### src/include/sha_settings.svh
`ifndef SHA_SETTINGS_SVH
`define SHA_SETTINGS_SVH

// Rounds in one SHA-256 compression, and so the length of each round chain.
`define SHA_ROUNDS 64

// The midstate travels alongside the first chain for this many cycles.
`define SHA_HASH1_DELAY `SHA_ROUNDS

// First chain, pad stage, second chain and the output register.
// With 64 rounds this comes to 130 cycles.
`define SHA_LATENCY (2 * `SHA_ROUNDS + 2)

// Width of the final double hash.
`define SHA_DIGEST_BITS 256

`endif

### src/rtl/sha_pkg.sv
`include "sha_settings.svh"

package sha_pkg;

	typedef logic [31:0] word_t;

	// Field a lands in the most significant word when the struct is packed.
	typedef struct packed {
		word_t a;
		word_t b;
		word_t c;
		word_t d;
		word_t e;
		word_t f;
		word_t g;
		word_t h;
	} hash_state_t;

	// Message window. Element 0 is the oldest word and is consumed first.
	typedef word_t [15:0] block_t;

	typedef logic [`SHA_DIGEST_BITS-1:0] digest_t;

	localparam word_t K_TABLE [`SHA_ROUNDS] = '{
		32'h428a2f98, 32'h71374491, 32'hb5c0fbcf, 32'he9b5dba5,
		32'h3956c25b, 32'h59f111f1, 32'h923f82a4, 32'hab1c5ed5,
		32'hd807aa98, 32'h12835b01, 32'h243185be, 32'h550c7dc3,
		32'h72be5d74, 32'h80deb1fe, 32'h9bdc06a7, 32'hc19bf174,
		32'he49b69c1, 32'hefbe4786, 32'h0fc19dc6, 32'h240ca1cc,
		32'h2de92c6f, 32'h4a7484aa, 32'h5cb0a9dc, 32'h76f988da,
		32'h983e5152, 32'ha831c66d, 32'hb00327c8, 32'hbf597fc7,
		32'hc6e00bf3, 32'hd5a79147, 32'h06ca6351, 32'h14292967,
		32'h27b70a85, 32'h2e1b2138, 32'h4d2c6dfc, 32'h53380d13,
		32'h650a7354, 32'h766a0abb, 32'h81c2c92e, 32'h92722c85,
		32'ha2bfe8a1, 32'ha81a664b, 32'hc24b8b70, 32'hc76c51a3,
		32'hd192e819, 32'hd6990624, 32'hf40e3585, 32'h106aa070,
		32'h19a4c116, 32'h1e376c08, 32'h2748774c, 32'h34b0bcb5,
		32'h391c0cb3, 32'h4ed8aa4a, 32'h5b9cca4f, 32'h682e6ff3,
		32'h748f82ee, 32'h78a5636f, 32'h84c87814, 32'h8cc70208,
		32'h90befffa, 32'ha4506ceb, 32'hbef9a3f7, 32'hc67178f2
	};

	function automatic word_t sha_k(input int unsigned round);
		return K_TABLE[round];
	endfunction

	function automatic hash_state_t sha_init_state();
		hash_state_t s;
		s.a = 32'h6a09e667;
		s.b = 32'hbb67ae85;
		s.c = 32'h3c6ef372;
		s.d = 32'ha54ff53a;
		s.e = 32'h510e527f;
		s.f = 32'h9b05688c;
		s.g = 32'h1f83d9ab;
		s.h = 32'h5be0cd19;
		return s;
	endfunction

	// Each word wraps on its own, so no carry crosses from one field into the next.
	function automatic hash_state_t sha_add_state(input hash_state_t x, input hash_state_t y);
		hash_state_t s;
		s.a = x.a + y.a;
		s.b = x.b + y.b;
		s.c = x.c + y.c;
		s.d = x.d + y.d;
		s.e = x.e + y.e;
		s.f = x.f + y.f;
		s.g = x.g + y.g;
		s.h = x.h + y.h;
		return s;
	endfunction

	function automatic digest_t sha_state_to_digest(input hash_state_t s);
		return {s.a, s.b, s.c, s.d, s.e, s.f, s.g, s.h};
	endfunction

	function automatic word_t sha_rotr(input word_t x, input int unsigned n);
		return (x >> n) | (x << (32 - n));
	endfunction

	function automatic word_t sha_big_sigma0(input word_t x);
		return sha_rotr(x, 2) ^ sha_rotr(x, 13) ^ sha_rotr(x, 22);
	endfunction

	function automatic word_t sha_big_sigma1(input word_t x);
		return sha_rotr(x, 6) ^ sha_rotr(x, 11) ^ sha_rotr(x, 25);
	endfunction

	function automatic word_t sha_small_sigma0(input word_t x);
		return sha_rotr(x, 7) ^ sha_rotr(x, 18) ^ (x >> 3);
	endfunction

	function automatic word_t sha_small_sigma1(input word_t x);
		return sha_rotr(x, 17) ^ sha_rotr(x, 19) ^ (x >> 10);
	endfunction

	function automatic word_t sha_ch(input word_t x, input word_t y, input word_t z);
		return (x & y) ^ (~x & z);
	endfunction

	function automatic word_t sha_maj(input word_t x, input word_t y, input word_t z);
		return (x & y) ^ (x & z) ^ (y & z);
	endfunction

endpackage : sha_pkg

### src/rtl/sha_pad_stage.sv
module sha_pad_stage (
	input  logic                clk,
	input  sha_pkg::hash_state_t state_i,
	input  sha_pkg::hash_state_t midstate_i,
	output sha_pkg::block_t      block_o
);

	sha_pkg::hash_state_t first_hash;
	sha_pkg::block_t      padded;

	// Adding the midstate back completes the first hash.
	assign first_hash = sha_pkg::sha_add_state(state_i, midstate_i);

	// The 256-bit digest fills exactly half a chunk. The rest is the single
	// pad bit, zeros, and a message length of 256 bits in the last word.
	always_comb begin
		padded[0] = first_hash.a;
		padded[1] = first_hash.b;
		padded[2] = first_hash.c;
		padded[3] = first_hash.d;
		padded[4] = first_hash.e;
		padded[5] = first_hash.f;
		padded[6] = first_hash.g;
		padded[7] = first_hash.h;
		padded[8] = 32'h80000000;
		for (int i = 9; i < 15; i++) begin
			padded[i] = '0;
		end
		padded[15] = 32'd256;
	end

	always_ff @(posedge clk) begin
		block_o <= padded;
	end

endmodule : sha_pad_stage

### config.mk
export PLATFORM = sky130hd
export DESIGN_NAME = sha_pad_stage
export DESIGN_NICKNAME = d
export VERILOG_FILES = /design/src/rtl/sha_pkg.sv /design/src/rtl/sha_pad_stage.sv
export VERILOG_INCLUDE_DIRS = /design/src /design/src/include
export SDC_FILE = /design/constraint.sdc
export NUM_CORES = 1
export LEC_CHECK = 0
export BUFFER_PORTS_ARGS = -buffer_cell sky130_fd_sc_hd__buf_2
export CORE_AREA = 2 2 404 406
export DETAILED_ROUTE_END_ITERATION = 7
export DIE_AREA = 0 0 406 408
export HOLD_SLACK_MARGIN = 0.1
export PLACE_DENSITY_LB_ADDON = 0.15
export SETUP_SLACK_MARGIN = 0.2
export SYNTH_ARGS = -nofsm -noshare
export SYNTH_HDL_FRONTEND = slang
export SYNTH_SLANG_ARGS = --single-unit
export TNS_END_PERCENT = 20
### constraint.sdc
create_clock -name clk -period 3.39 [get_ports clk]
set_input_delay 0.339 -clock clk [delete_from_list [all_inputs] [get_ports clk]]
set_output_delay 0.339 -clock clk [all_outputs]
set_load 0.01 [all_outputs]
==> flow_summary.yaml <==
timing:
  worstMarginPinSlew_ps: 786.2
  fmax_ghz: 0.3111
  fin_crit_ps: 3214
  hold_viol: 0
  timing.final.crit_share_pct: 94.82
  drv_slew: 0
  finalSetupViolCount: 0
  max-slew-margin-rel_pct: 46.76
  finalSetupTns_ps: 0
  rsz0062_at_grt: "yes"
run:
  drv_cap: 0
critical_path:
  critPathCaptureType: "register"
  worstPathCellList: "dlygate4sd3_1, buf_2, ha_1, fa_1, a21oi_1, o21ai_2, a31oi_2, buf_4, o21ai_2, a311o_2, a31o_4, a31oi_1, buf_4, o21bai_1, xor2_1"
  crit_type: "in2reg"
  cpPeakStageDelay_ps: 530
  start_kind: "primary input"
  cpMaxStageDelayCell: "dlygate4sd3_1"
  cp_data_required_time_ps: 3880
  arrival_ps: 3700
  worstPathMaxFanout: 4
die:
  die_w_um: 406
  pin_count: 1025
  initial_core_util_pct: 11.98
  coreArea_um2: 161700
  dieArea_um2: 165600
  die_h_um: 408
  row_count: 148
layout:
  fin_nets: 3980
  final_cells: 5437
  multi_input_area_um2: 12920
  n_fill_cell: 18440
  most-common-layout-cells: "buf_2 (768), conb_1 (256), dfxtp_1 (256)"
  area_delta_synth_final_pct: 46.34
  fin_area_um2: 28340
  seq_area_um2: 5125
  final_layout_size_suffix_gt1_share_pct: 29.50
  final_core_util_pct: 17.53
  reg.largest.list: "block_o x256"
  final_common_cell: "buf_2"
  largest_register: "block_o"
  largest_reg_flops: 256
power:
  peakVddDrop_v: 0.0002942
  powerDensity_nw_per_um2: 479.8
  power.static_leakage_nw: 13.71
cts:
  cts_made_buffers: 43
  cts_max_level: 2
  cts_tree: "done"
  cts_setup_buffers: 0
  cts_buffer_depth: 3
  clock-sinks: 256
  path_clk_slew_ps: 60
  root_buffer: "clkbuf_16"
global_routing:
  antenna_found_initial: 54
  grt_start_max_net_pins: 12
  grt.overflow.total: 0
  grt_pass1_vias: 19670
  grt_pass1_wl_um: 137900
  grt_use_total_pct: 11.48
logic_synthesis:
  ys_seq_area_share_pct: 26.47
  syn-cell-area_um2: 19360
  netlist_instances: 2222
  synth.distinct_cells: 78
  synth_warnings: 0
  syn_avg_cell_area_um2: 8.714
  async_flop_share_pct: 0
  ys.flop_type: "dfxtp_1"
  synth_edf_count: 0
  ys_ff_latch: 256
detailed_routing:
  wl_per_cell_um: 18.31
  vias_per_cell: 3.596
  drtIter0Drc: 753
  wirelength_um: 99570
  drtPass1Iterations: 5
  vias: 19550
  drc_errors: 0
  postRouteAntennaNets: 0
worst_hold_path:
  min_path_type: "in2reg"
  holdPathStages: 3
  holdPathEnd: "block_o[166]"
  hold_start: "state_i[70]"
placement:
  port_buffers: 768
  gp_congestion: 0.8255
  placed_area_um2: 25470
  placed_cells: 5211
  dp_hpwl_um: 86590
status:
  status: "finished, final reports clean"
==> cell usage after synthesis (all sizes together), types with 8 or more instances <==
master   instances  area [µm²]
inv             59       221.5
nand2          118       442.9
o21bai          36       270.3
buf            257        1926
nand4           27       168.9
o211ai          11       82.58
a21oi          227        1144
nor2b           20       125.1
and2             8       50.05
xnor2          144        1261
clkbuf          40       150.1
ha             248        3103
a211oi          19       142.6
nor2            96       360.4
o21ai          122       618.1
o21a            23       172.7
nand3           33       165.2
fa               8       160.2
nor3            19       95.09
a31oi           29       187.7
o31ai           10       75.07
dfxtp          256        5125
a21o           153        1150
and3            22       138.9
a211o            8       70.07
xor2            90       788.3
nand2b          23       143.9
a2111oi         10       107.6
==> how the worst max path moves through the flow <==
stage	depth (start not counted)	to	startpoint	slack (ps)
3_3_place_gp	14	block_o[254]	state_i[0]	-240
6_report	15	block_o[218]	midstate_i[32]	180
2_1_floorplan	11	block_o[254]	state_i[0]	360
3_5_place_dp	14	block_o[254]	state_i[0]	-200
5_1_grt	14	block_o[26]	midstate_i[224]	50
4_1_cts	13	block_o[61]	midstate_i[202]	260
==> what timing repair did <==
action / CTS / global route
endpoints found under the hold margin: 75 / 0
endpoints found under the setup margin: 0 / 24
hold buffers: 130 / 0
resized for setup: 0 / 6
==> worst max-delay path: cells and delay by family <==
family                   cells  cell delay [ps]
AO/OA/AOI/OAI                8             1630
XOR/XNOR                     1              140
adder cells (fa/ha/maj)      2              600
buffers and inverters        4             1000
==> area by class of cell <==
cell class                 instances  share of cell area [%]
multi-input combinational       1864                   45.58
clock buffer                      59                   4.438
tap                             2175                   9.604
clock inverter                    16                  0.8081
sequential                       256                   18.09
inverter                          59                  0.7816
timing repair buffer             987                   20.51
antenna                           21                  0.1855
==> cell families (layout without fill, tap and decap cells) <==
group,after synthesis,in the layout,share of synthesized area [%]
adder cells (fa/ha/maj),256,256,16.85
other,2,277,0.03878
buffers and inverters,356,1121,11.86
multiplexers,2,2,0.1098
AO/OA/AOI/OAI,721,721,24.22
AND/OR/NAND/NOR,395,395,9.867
flip-flops,256,256,26.47
XOR/XNOR,234,234,10.58
==> routing by layer <==
layer	share of wire [%]	up-vias	wire length [µm]	GRT usage, %
met5	0.12	-	118	0
met4	3.1	16	3078	4.019
met2	52	752	51630	21.49
met1	39	9086	38600	12.60
li1	-	9531	-	-
met3	6.2	165	6138	2.428
==> where the power goes <==
group / switching, W / leakage, nW / internal (W)
clock network: 0.00185 / 0.730 / 0.00296
registers: 0.000208 / 2.16 / 0.00369
logic: 0.00284 / 10.8 / 0.00204
total: 0.00490 / 13.7 / 0.00869
==> stage by stage <==
| stage | setup slack [ps] | hold slack (ps) | power, W |
|---|---|---|---|
| floorplan | 358.6 | 459.3 | 0.006636 |
| CTS | 255.3 | 100.5 | 0.01406 |
| global route | 51.69 | 140.0 | 0.01455 |
| finish | 175.7 | 172.2 | 0.01360 |
| global placement | -243.0 | 551.0 | 0.008843 |
| detailed placement | -197.7 | 552.5 | 0.008785 |
(Power assumes the default switching activity.)
