`src/include/sha_settings.svh`:
```
`ifndef SHA_SETTINGS_SVH
`define SHA_SETTINGS_SVH

// Rounds in one SHA-256 compression, and so the length of each round chain.
`define SHA_ROUNDS 64

// The midstate travels alongside the first chain for this many cycles.
`define SHA_HASH1_DELAY `SHA_ROUNDS

// First chain, pad stage, second chain and the output register.
// With 64 rounds this comes to 130 cycles.
`define SHA_LATENCY (2 * `SHA_ROUNDS + 2)

// Width of the final double hash.
`define SHA_DIGEST_BITS 256

`endif

```
`src/rtl/sha_pkg.sv`:
```
`include "sha_settings.svh"

package sha_pkg;

	typedef logic [31:0] word_t;

	// Field a lands in the most significant word when the struct is packed.
	typedef struct packed {
		word_t a;
		word_t b;
		word_t c;
		word_t d;
		word_t e;
		word_t f;
		word_t g;
		word_t h;
	} hash_state_t;

	// Message window. Element 0 is the oldest word and is consumed first.
	typedef word_t [15:0] block_t;

	typedef logic [`SHA_DIGEST_BITS-1:0] digest_t;

	localparam word_t K_TABLE [`SHA_ROUNDS] = '{
		32'h428a2f98, 32'h71374491, 32'hb5c0fbcf, 32'he9b5dba5,
		32'h3956c25b, 32'h59f111f1, 32'h923f82a4, 32'hab1c5ed5,
		32'hd807aa98, 32'h12835b01, 32'h243185be, 32'h550c7dc3,
		32'h72be5d74, 32'h80deb1fe, 32'h9bdc06a7, 32'hc19bf174,
		32'he49b69c1, 32'hefbe4786, 32'h0fc19dc6, 32'h240ca1cc,
		32'h2de92c6f, 32'h4a7484aa, 32'h5cb0a9dc, 32'h76f988da,
		32'h983e5152, 32'ha831c66d, 32'hb00327c8, 32'hbf597fc7,
		32'hc6e00bf3, 32'hd5a79147, 32'h06ca6351, 32'h14292967,
		32'h27b70a85, 32'h2e1b2138, 32'h4d2c6dfc, 32'h53380d13,
		32'h650a7354, 32'h766a0abb, 32'h81c2c92e, 32'h92722c85,
		32'ha2bfe8a1, 32'ha81a664b, 32'hc24b8b70, 32'hc76c51a3,
		32'hd192e819, 32'hd6990624, 32'hf40e3585, 32'h106aa070,
		32'h19a4c116, 32'h1e376c08, 32'h2748774c, 32'h34b0bcb5,
		32'h391c0cb3, 32'h4ed8aa4a, 32'h5b9cca4f, 32'h682e6ff3,
		32'h748f82ee, 32'h78a5636f, 32'h84c87814, 32'h8cc70208,
		32'h90befffa, 32'ha4506ceb, 32'hbef9a3f7, 32'hc67178f2
	};

	function automatic word_t sha_k(input int unsigned round);
		return K_TABLE[round];
	endfunction

	function automatic hash_state_t sha_init_state();
		hash_state_t s;
		s.a = 32'h6a09e667;
		s.b = 32'hbb67ae85;
		s.c = 32'h3c6ef372;
		s.d = 32'ha54ff53a;
		s.e = 32'h510e527f;
		s.f = 32'h9b05688c;
		s.g = 32'h1f83d9ab;
		s.h = 32'h5be0cd19;
		return s;
	endfunction

	// Each word wraps on its own, so no carry crosses from one field into the next.
	function automatic hash_state_t sha_add_state(input hash_state_t x, input hash_state_t y);
		hash_state_t s;
		s.a = x.a + y.a;
		s.b = x.b + y.b;
		s.c = x.c + y.c;
		s.d = x.d + y.d;
		s.e = x.e + y.e;
		s.f = x.f + y.f;
		s.g = x.g + y.g;
		s.h = x.h + y.h;
		return s;
	endfunction

	function automatic digest_t sha_state_to_digest(input hash_state_t s);
		return {s.a, s.b, s.c, s.d, s.e, s.f, s.g, s.h};
	endfunction

	function automatic word_t sha_rotr(input word_t x, input int unsigned n);
		return (x >> n) | (x << (32 - n));
	endfunction

	function automatic word_t sha_big_sigma0(input word_t x);
		return sha_rotr(x, 2) ^ sha_rotr(x, 13) ^ sha_rotr(x, 22);
	endfunction

	function automatic word_t sha_big_sigma1(input word_t x);
		return sha_rotr(x, 6) ^ sha_rotr(x, 11) ^ sha_rotr(x, 25);
	endfunction

	function automatic word_t sha_small_sigma0(input word_t x);
		return sha_rotr(x, 7) ^ sha_rotr(x, 18) ^ (x >> 3);
	endfunction

	function automatic word_t sha_small_sigma1(input word_t x);
		return sha_rotr(x, 17) ^ sha_rotr(x, 19) ^ (x >> 10);
	endfunction

	function automatic word_t sha_ch(input word_t x, input word_t y, input word_t z);
		return (x & y) ^ (~x & z);
	endfunction

	function automatic word_t sha_maj(input word_t x, input word_t y, input word_t z);
		return (x & y) ^ (x & z) ^ (y & z);
	endfunction

endpackage : sha_pkg

```
`src/rtl/sha_round_stage.sv`:
```
module sha_round_stage #(
	parameter int unsigned ROUND = 0,
	parameter bit EXPAND = 1'b0
) (
	input  logic                clk,
	input  sha_pkg::hash_state_t state_i,
	input  sha_pkg::block_t      window_i,
	output sha_pkg::hash_state_t state_o,
	output sha_pkg::block_t      window_o
);

	sha_pkg::word_t      expanded;
	sha_pkg::word_t      round_word;
	sha_pkg::word_t      t1;
	sha_pkg::word_t      t2;
	sha_pkg::hash_state_t next_state;
	sha_pkg::block_t      next_window;

	// With the expander the window holds W[t-16] up to W[t-1], so the schedule
	// formula picks words 14, 9, 1 and 0 to build W[t].
	assign expanded = sha_pkg::sha_small_sigma1(window_i[14]) + window_i[9]
		+ sha_pkg::sha_small_sigma0(window_i[1]) + window_i[0];

	// The word used by this round is also the word that enters the top of the window.
	// Without the expander word 0 simply rotates round, so after the first 16
	// stages the window is back to W[0] up to W[15] in order.
	assign round_word = EXPAND ? expanded : window_i[0];

	always_comb begin
		t1 = state_i.h + sha_pkg::sha_big_sigma1(state_i.e)
			+ sha_pkg::sha_ch(state_i.e, state_i.f, state_i.g)
			+ sha_pkg::sha_k(ROUND) + round_word;
		t2 = sha_pkg::sha_big_sigma0(state_i.a)
			+ sha_pkg::sha_maj(state_i.a, state_i.b, state_i.c);

		next_state.a = t1 + t2;
		next_state.b = state_i.a;
		next_state.c = state_i.b;
		next_state.d = state_i.c;
		next_state.e = state_i.d + t1;
		next_state.f = state_i.e;
		next_state.g = state_i.f;
		next_state.h = state_i.g;
	end

	always_comb begin
		for (int i = 0; i < 15; i++) begin
			next_window[i] = window_i[i+1];
		end
		next_window[15] = round_word;
	end

	always_ff @(posedge clk) begin
		state_o  <= next_state;
		window_o <= next_window;
	end

endmodule : sha_round_stage

```
`config.mk`:
```
export PLATFORM = sky130hd
export DESIGN_NAME = sha_round_stage
export DESIGN_NICKNAME = d
export VERILOG_FILES = /design/src/rtl/sha_pkg.sv /design/src/rtl/sha_round_stage.sv
export VERILOG_INCLUDE_DIRS = /design/src /design/src/include
export SDC_FILE = /design/constraint.sdc
export NUM_CORES = 1
export LEC_CHECK = 0
export BUFFER_PORTS_ARGS = -buffer_cell sky130_fd_sc_hd__buf_2
export CORE_AREA = 2 2 594 596
export CTS_BUF_LIST = sky130_fd_sc_hd__clkbuf_4 sky130_fd_sc_hd__clkbuf_8
export DETAILED_ROUTE_END_ITERATION = 10
export DIE_AREA = 0 0 596 598
export GPL_TIMING_DRIVEN = 0
export MAX_ROUTING_LAYER = met4
export PLACE_DENSITY = 0.31
export SLEW_MARGIN = 20
export SYNTH_ARGS = -nofsm -noshare
export SYNTH_HDL_FRONTEND = slang
export SYNTH_SLANG_ARGS = --single-unit
```
`constraint.sdc`:
```
create_clock -name clk -period 6.7 [get_ports clk]
set_clock_uncertainty 0.15 [all_clocks]
set_input_delay 0.335 -clock clk [delete_from_list [all_inputs] [get_ports clk]]
set_output_delay 0.335 -clock clk [all_outputs]
set_load 0.1 [all_outputs]
```
==> reports/qor.csv, run 1 <==
stage,metric,value,unit
final_layout,layout filler cell count,39500,
yosys,largest area contributor in the netlist,dfxtp_1,
yosys,Synth Area in Compound Gates,0.0766,
yosys,top_reg_cell synth,dfxtp_1,
hold_path,Hold Path Class,in -> reg,
yosys,largest family of logic cells by synthesized area,adder cells,
final_layout,Final nets,6079,
yosys,Cells after Synth,1943,
yosys,library cells used by synthesis,52,
setup_path,"Req. time, crit path",7410,ps
clocking,CTS Buffer Depth,4,
detailed_routing,initial drt markers,919,
floorplanning,IO Pins,1537,
grt,initial antenna violation count,201,
grt,met3 Usage GRT,0.0362,
setup_path,CP Capture Type,register,
placed_design,Port Buf Inserts,1536,
setup_path,Critical Path Start,state_i[42],
clocking,CTS Buf Count,172,
sta,Final Hold Fails,0,
clocking,H-tree depth,4,
power_and_ir_drop,LEAKAGE,25.6,nW
placed_design,Setup WS pre-CTS,-2510,ps
detailed_routing,final wirelength,258000,um
sta,final slew viol count,0,
floorplanning,Die X,596,um
placed_design,DP HPWL,224000,um
final_layout,share of layout cells above drive strength 1,0.371,
status,status,finished clean,
yosys,async set or reset register ratio after synthesis,0,
detailed_routing,Routed WL per cell,25.9,um
clocking,Root Buffer,clkbuf_8,
floorplanning,Core Region,0.351,mm^2
sta,Worst Tran Pin Value,1040,ps
sta,setup TNS,0,ps
detailed_routing,Residual DRC,0,
clocking,"Clk pin slew, worst setup/hold paths",70,ps
detailed_routing,post-route ant nets,0,
hold_path,Hold Crit Start,window_i[475],
final_layout,non-filler instance count after layout,9957,
yosys,Synth Area in Simple Gates,0.0292,
grt,met1 Use GR,0.136,
power_and_ir_drop,Peak VDD IR,0.000287,V
sta,fin worst setup slack,205,ps
setup_path,"Max FO, Critical Path",6,
yosys,Synth Area in Adders,0.139,
floorplanning,num rows,218,
final_layout,"commonest non-fill, non-tap cells in the layout","buf_2, dlygate4sd3_1, dfxtp_1",
setup_path,Worst setup SP type,input port,
yosys,Post-Synth XOR/XNOR Area,0.0797,
grt,first-pass GRT wire length,317000,um
grt,Total GRT Usage,0.144,
sta,fin crit share,0.969,
setup_path,crit path DAT,7200,ps
clocking,CTS Sinks,768,
yosys,Mapped Area,0.0247,mm^2
detailed_routing,Vias per Instance,2.78,
power_and_ir_drop,Pwr Density,504,mW/mm^2
final_layout,"commonest non-fill, non-tap cell in the layout",buf_2,
floorplanning,die area,0.356,mm^2
yosys,post-synthesis sequential area ratio,0.622,
yosys,post-synth net total,2928,
grt,GRT Residual Overflow,0,
sta,Achievable Freq,154,MHz
clocking,CTS tree,yes,
grt,number of global-route vias before repair,29700,
final_layout,"Area growth, synth to finish",131,%
yosys,post-synth top area share,0.622,
run,Max Cap Violations,0,
sta,final setup fails,0,
yosys,Post-synth EDFFs,0,
sta,Worst slew margin,0.299,
yosys,flop and latch count out of synthesis,768,
placed_design,GPL Wtd Cong,0.858,
yosys,top area cells in the synthesized netlist,"dfxtp_1, fa_1, ha_1",
detailed_routing,Vias,27700,
grt,largest net degree at the start of global routing,15,
grt,met2 Track Usage GR,0.275,
setup_path,Setup CP Type,in -> reg,
sta,post-layout min period,6490,ps
floorplanning,die height,598,um
yosys,syn_area_per_cell,12.7,um^2
grt,Top Usage Layer GRT,met2,
yosys,mux cell area share after synthesis,0.0143,
detailed_routing,1st-pass router iterations,5,
placed_design,Post-Place Cells,8103,
floorplanning,Initial Util,0.0704,
yosys,Synth Warn #,0,
logic make-up (layout without fill, tap and decap cells):
family,Yosys count,in the layout
other,0,108
multiplexers,33,33
flip-flops,768,768
XOR/XNOR,224,224
AO/OA/AOI/OAI,295,295
AND/OR/NAND/NOR,152,152
buffers and inverters,252,3538
adder cells (fa/ha/maj),219,219
power breakdown:
group / internal [mW] / switching [mW]
registers: 5.18 / 0.115
logic: 5.89 / 11.4
clock network: 3.53 / 2.64
repair_timing:
item,CTS,global route
gates resized for setup,23,41
pin swaps,0,5
endpoints found under the setup margin,21,12
setup buffers,1,8
hold endpoints to repair,740,0
hold buffers,1431,0
worst max-delay path, cell delays in order:
cell,delay [ps]
dlygate4sd3_1,570
buf_2,140
mux2_2,310
fa_1,510
fa_1,520
ha_2,310
a21o_1,190
a2111o_1,410
a31o_2,250
nand2_2,150
o21ai_4,110
and3_1,220
mux2_1,330
a221oi_2,190
buf_4,190
inv_1,60
fa_1,480
inv_1,50
ha_1,360
a21o_1,180
a21o_1,180
a21oi_2,200
o21ai_1,90
a31o_2,280
nand4_1,110
nand4b_1,160
a21oi_2,180
xnor2_1,120
routing by layer:
metal,vias up,share of wire
li1,12800,-
met1,13200,0.34
met2,1360,0.54
met3,406,0.064
met4,0,0.051
met5,-,0
path summary, 6_finish.rpt:
kind                                 to  slack [ps]  cells after the start
setup / recovery   state_o[255]$_DFF_P_         210                     28
hold / removal    window_o[443]$_DFF_P_         130                      2
area by class of cell:
class | count | area, um^2 | share of cell area
Antenna cell | 108 | 270 | 0.00474
Buffer | 12 | 45.0 | 0.000789
Clock buffer | 253 | 3240 | 0.0568
Clock inverter | 56 | 607 | 0.0106
Inverter | 237 | 890 | 0.0156
Multi-Input combinational cell | 923 | 8740 | 0.153
Sequential cell | 768 | 15400 | 0.269
Tap cell | 4620 | 5780 | 0.101
Timing Repair Buffer | 2980 | 22100 | 0.388
metrics by stage:
stage | utilization | hold WS [ps] | total power, mW | area [um^2]
after global placement | 0.109 | 287 | 21.1 | 38200
after global routing | 0.163 | 37.3 | 30.8 | 57000
after floorplan | - | 213 | 16.0 | 24700
after CTS | 0.161 | 1.18 | 29.1 | 56500
after detailed placement | 0.109 | 289 | 21.1 | 38200
final | 0.163 | 133 | 28.7 | 57100
flip-flops by register name, summed over array words and instances, names as in the netlist:
name	flops
state_o	256
window_o	512
Yosys cell counts (2+ instances only):
| cell | number |
|---|---|
| fa_1 | 95 |
| a21oi_1 | 72 |
| nand2_1 | 41 |
| ha_1 | 121 |
| a21o_1 | 79 |
| nor3_1 | 8 |
| inv_1 | 237 |
| nand2b_1 | 6 |
| a221o_1 | 2 |
| a221oi_1 | 4 |
| clkbuf_1 | 15 |
| nor2_1 | 44 |
| dfxtp_1 | 768 |
| xor2_1 | 83 |
| o21ai_1 | 7 |
| and2_1 | 2 |
| nor2b_1 | 7 |
| a31o_2 | 6 |
| xnor2_1 | 140 |
| o2111ai_1 | 2 |
| nor4_1 | 2 |
| a31oi_1 | 8 |
| o21bai_1 | 14 |
| or2_2 | 2 |
| o21ai_0 | 64 |
| or3_1 | 2 |
| o41ai_1 | 2 |
| maj3_1 | 3 |
| and3_1 | 8 |
| o21a_1 | 7 |
| nand3_1 | 14 |
| o211ai_1 | 7 |
| a211oi_1 | 10 |
| nand4_1 | 13 |
| mux2i_1 | 14 |
| mux2_2 | 18 |
No activity file was read; power rests on OpenSTA's default activity.
==> run 2: changes to the inputs <==
--- a/config.mk
+++ b/config.mk
@@ -7,10 +7,10 @@
 export NUM_CORES = 1
 export LEC_CHECK = 0
 export BUFFER_PORTS_ARGS = -buffer_cell sky130_fd_sc_hd__buf_2
-export CORE_AREA = 2 2 594 596
+export CORE_AREA = 2 2 607 609
 export CTS_BUF_LIST = sky130_fd_sc_hd__clkbuf_4 sky130_fd_sc_hd__clkbuf_8
 export DETAILED_ROUTE_END_ITERATION = 10
-export DIE_AREA = 0 0 596 598
+export DIE_AREA = 0 0 609 611
 export GPL_TIMING_DRIVEN = 0
 export MAX_ROUTING_LAYER = met4
 export PLACE_DENSITY = 0.31
==> run 2 against run 1 <==
Global-route usage decreased by 1.8 points. Final cell count increased by 0.94%. Fmax decreased by 0.39%. Cell area increased by 0.31%. Count of clock-buffer cells in the layout decreased by 17. Non-clock buffer count decreased by 18. Worst hold slack got worse by 23 ps. Clock power increased by 0.6%. Combinational power about the same. Routed wire length decreased by 8.8%. Worst setup slack got worse by 25 ps. Largest cell class unchanged.
==> reports/qor.csv, run 2 (synthesis gave the netlist of run 1 again) <==
stage,metric,value,unit,change
grt,first-pass GRT wire length,295000,um,"was 317,000 um"
setup_path,"slowest stage delay, CP",540,ps,was 570 ps
detailed_routing,Vias,27100,,was 27.7k
setup_path,Setup CP Type,in -> reg,,unchanged
clocking,CTS Buffer Depth,4,,unchanged
sta,post-layout min period,6520,ps,was 6490 ps
hold_path,hold path endpoint,window_o[410]$_DFF_P_,,was window_o[443]$_DFF_P_
sta,Hold WS,110,ps,was 133 ps
power_and_ir_drop,Pwr Density,508,mW/mm^2,was 504 mW/mm^2
grt,Total GRT Usage,0.126,,was 0.144
clocking,CTS Buf Count,169,,was 172
setup_path,top cell family by delay on the critical path,compound AO/OA/AOI/OAI gates,,unchanged
final_layout,largest registers,"window_o x512, state_o x256",,unchanged
setup_path,worst-path cell chain,dlygate4sd3_1 > buf_2 > mux2_2 > fa_1 > fa_1 > ha_2 > a21o_1 > a2111o_1 > a31o_2 > a31oi_1 > o21bai_2 > nand3_1 > nand2_1 > xor2_4 > buf_12 > ha_2 > and3_1 > and3_1 > nor2b_1 > a211o_1 > a21o_1 > a21oi_1 > o21ai_0 > xor2_1,,
sta,Worst Tran Pin Value,907,ps,was 1040 ps
sta,Final Hold Fails,0,,unchanged
power_and_ir_drop,Peak VDD IR,0.000240,V,was 0.000287 V
setup_path,crit path DAT,7160,ps,was 7200 ps
floorplanning,Die X,609,um,was 596 um
detailed_routing,post-route ant nets,0,,unchanged
final_layout,max FFs per register,512,,unchanged
hold_path,Hold Path Class,in -> reg,,unchanged
final_layout,"Area growth, synth to finish",132,%,was 131%
sta,unrepaired setup endpoints after global routing,true,,
grt,GRT Residual Overflow,0,,unchanged
final_layout,"commonest non-fill, non-tap cells in the layout","buf_2, dlygate4sd3_1, dfxtp_1",,unchanged
final_layout,Final nets,6058,,"was 6,079"
clocking,Root Buffer,clkbuf_8,,unchanged
placed_design,GPL Wtd Cong,0.863,,was 0.858
clocking,"Clk pin slew, worst setup/hold paths",50,ps,was 70 ps
sta,Achievable Freq,153,MHz,was 154 MHz
setup_path,CP bufs+invs,3,,was 5
detailed_routing,Routed WL per cell,23.4,um,was 25.9 um
grt,number of global-route vias before repair,29700,,about the same
floorplanning,num rows,222,,was 218
detailed_routing,1st-pass router iterations,5,,unchanged
setup_path,slowest CP cell,fa_1,,was dlygate4sd3_1
final_layout,layout filler cell count,41100,,was 39.5k
clocking,CTS tree,yes,,unchanged
detailed_routing,Vias per Instance,2.69,,was 2.78
floorplanning,Core Region,0.365,mm^2,was 0.351 mm^2
power_and_ir_drop,LEAKAGE,25.7,nW,was 25.6 nW
clocking,H-tree depth,4,,unchanged
detailed_routing,initial drt markers,741,,was 919
setup_path,Worst setup SP type,input port,,unchanged
run,Max Cap Violations,0,,unchanged
sta,Worst slew margin,0.391,,was 0.299
setup_path,"Max FO, Critical Path",5,,was 6
floorplanning,die height,611,um,was 598 um
power_and_ir_drop,Final Power,29.1,mW,was 28.7 mW
final_layout,share of layout cells above drive strength 1,0.376,,was 0.371
grt,initial antenna violation count,88,,was 201
sta,fin crit share,0.973,,was 0.969
floorplanning,die area,0.372,mm^2,was 0.356 mm^2
status,status,finished clean,,unchanged
sta,final slew viol count,0,,unchanged
hold_path,hold depth,2,,unchanged
clocking,CTS Sinks,768,,unchanged
placed_design,DP HPWL,202000,um,"was 224,000 um"
detailed_routing,Residual DRC,0,,unchanged
hold_path,Hold Crit Start,window_i[442],,was window_i[475]
setup_path,CP Capture Type,register,,unchanged
final_layout,Reg with most FFs,window_o,,unchanged
setup_path,"Req. time, crit path",7340,ps,was 7410 ps
placed_design,Port Buf Inserts,1536,,unchanged
final_layout,"commonest non-fill, non-tap cell in the layout",buf_2,,unchanged
grt,largest net degree at the start of global routing,15,,unchanged
sta,final setup fails,0,,unchanged
floorplanning,IO Pins,1537,,unchanged
floorplanning,Initial Util,0.0677,,was 0.0704
detailed_routing,final wirelength,235000,um,"was 258,000 um"
-- run 2: worst max-delay path by stage --
| stage | cells after the start | endpoint | from | slack [ps] |
|---|---|---|---|---|
| 4_1_cts | 30 | state_o[255]$_DFF_P_ | window_i[0] | 6 |
| 2_1_floorplan | 29 | state_o[255]$_DFF_P_ | state_i[98] | 80 |
| 6_report | 24 | state_o[123]$_DFF_P_ | state_i[73] | 180 |
| 3_5_place_dp | 30 | state_o[255]$_DFF_P_ | state_i[98] | -2520 |
| 3_3_place_gp | 28 | state_o[254]$_DFF_P_ | state_i[127] | -2860 |
| 5_1_grt | 29 | state_o[255]$_DFF_P_ | state_i[45] | -70 |
-- run 2: area by class of cell --
| type | instances | area, um^2 | share of cell area |
|---|---|---|---|
| well taps | 4816 | 6030 | 0.105 |
| diodes | 34 | 85.1 | 0.00149 |
| repair buffers | 2968 | 22100 | 0.385 |
| plain buffers | 6 | 22.5 | 0.000394 |
| flip-flops and latches | 768 | 15400 | 0.269 |
| multi-input cells | 923 | 8890 | 0.155 |
| clock buffers | 236 | 3030 | 0.0529 |
| clock inverters | 63 | 860 | 0.0150 |
| inverters | 237 | 890 | 0.0155 |
-- run 2: timing repair --
item | CTS | global route
hold buffers | 1410 | 0
pin swaps | 4 | 11
resized for setup | 40 | 27
hold endpoints to repair | 741 | 0
endpoints found under the setup margin | 23 | 11
buffers inserted | 10 | 6
-- run 2: routing by layer --
| metal | GRT usage | up-vias | wire length [um] |
|---|---|---|---|
| met3 | 0.0351 | 389 | 15500 |
| met2 | 0.248 | 1132 | 132000 |
| met1 | 0.108 | 12900 | 74400 |
| met4 | 0.0572 | 0 | 13200 |
| li1 | - | 12600 | - |
| met5 | - | - | 0 |
-- run 2: where the power goes --
part           leakage [nW]  internal (mW)  switching [mW]
combinational          17.2           6.04            11.6
clock                  1.99           3.63            2.57
sequential             6.48           5.18           0.107
-- run 2: stage by stage --
step	setup WS, ps	instance area (um^2)	cells	utilization	TNS [ps]
2_1_floorplan	82.8	24700	1943	-	0
3_3_place_gp	-2860	38400	8295	0.105	-56660
3_5_place_dp	-2520	38600	8301	0.106	-51370
4_1_cts	6.13	57000	10000	0.156	0
5_1_grt	-70.1	57200	10000	0.157	-106
6_report	180	57200	10100	0.157	0
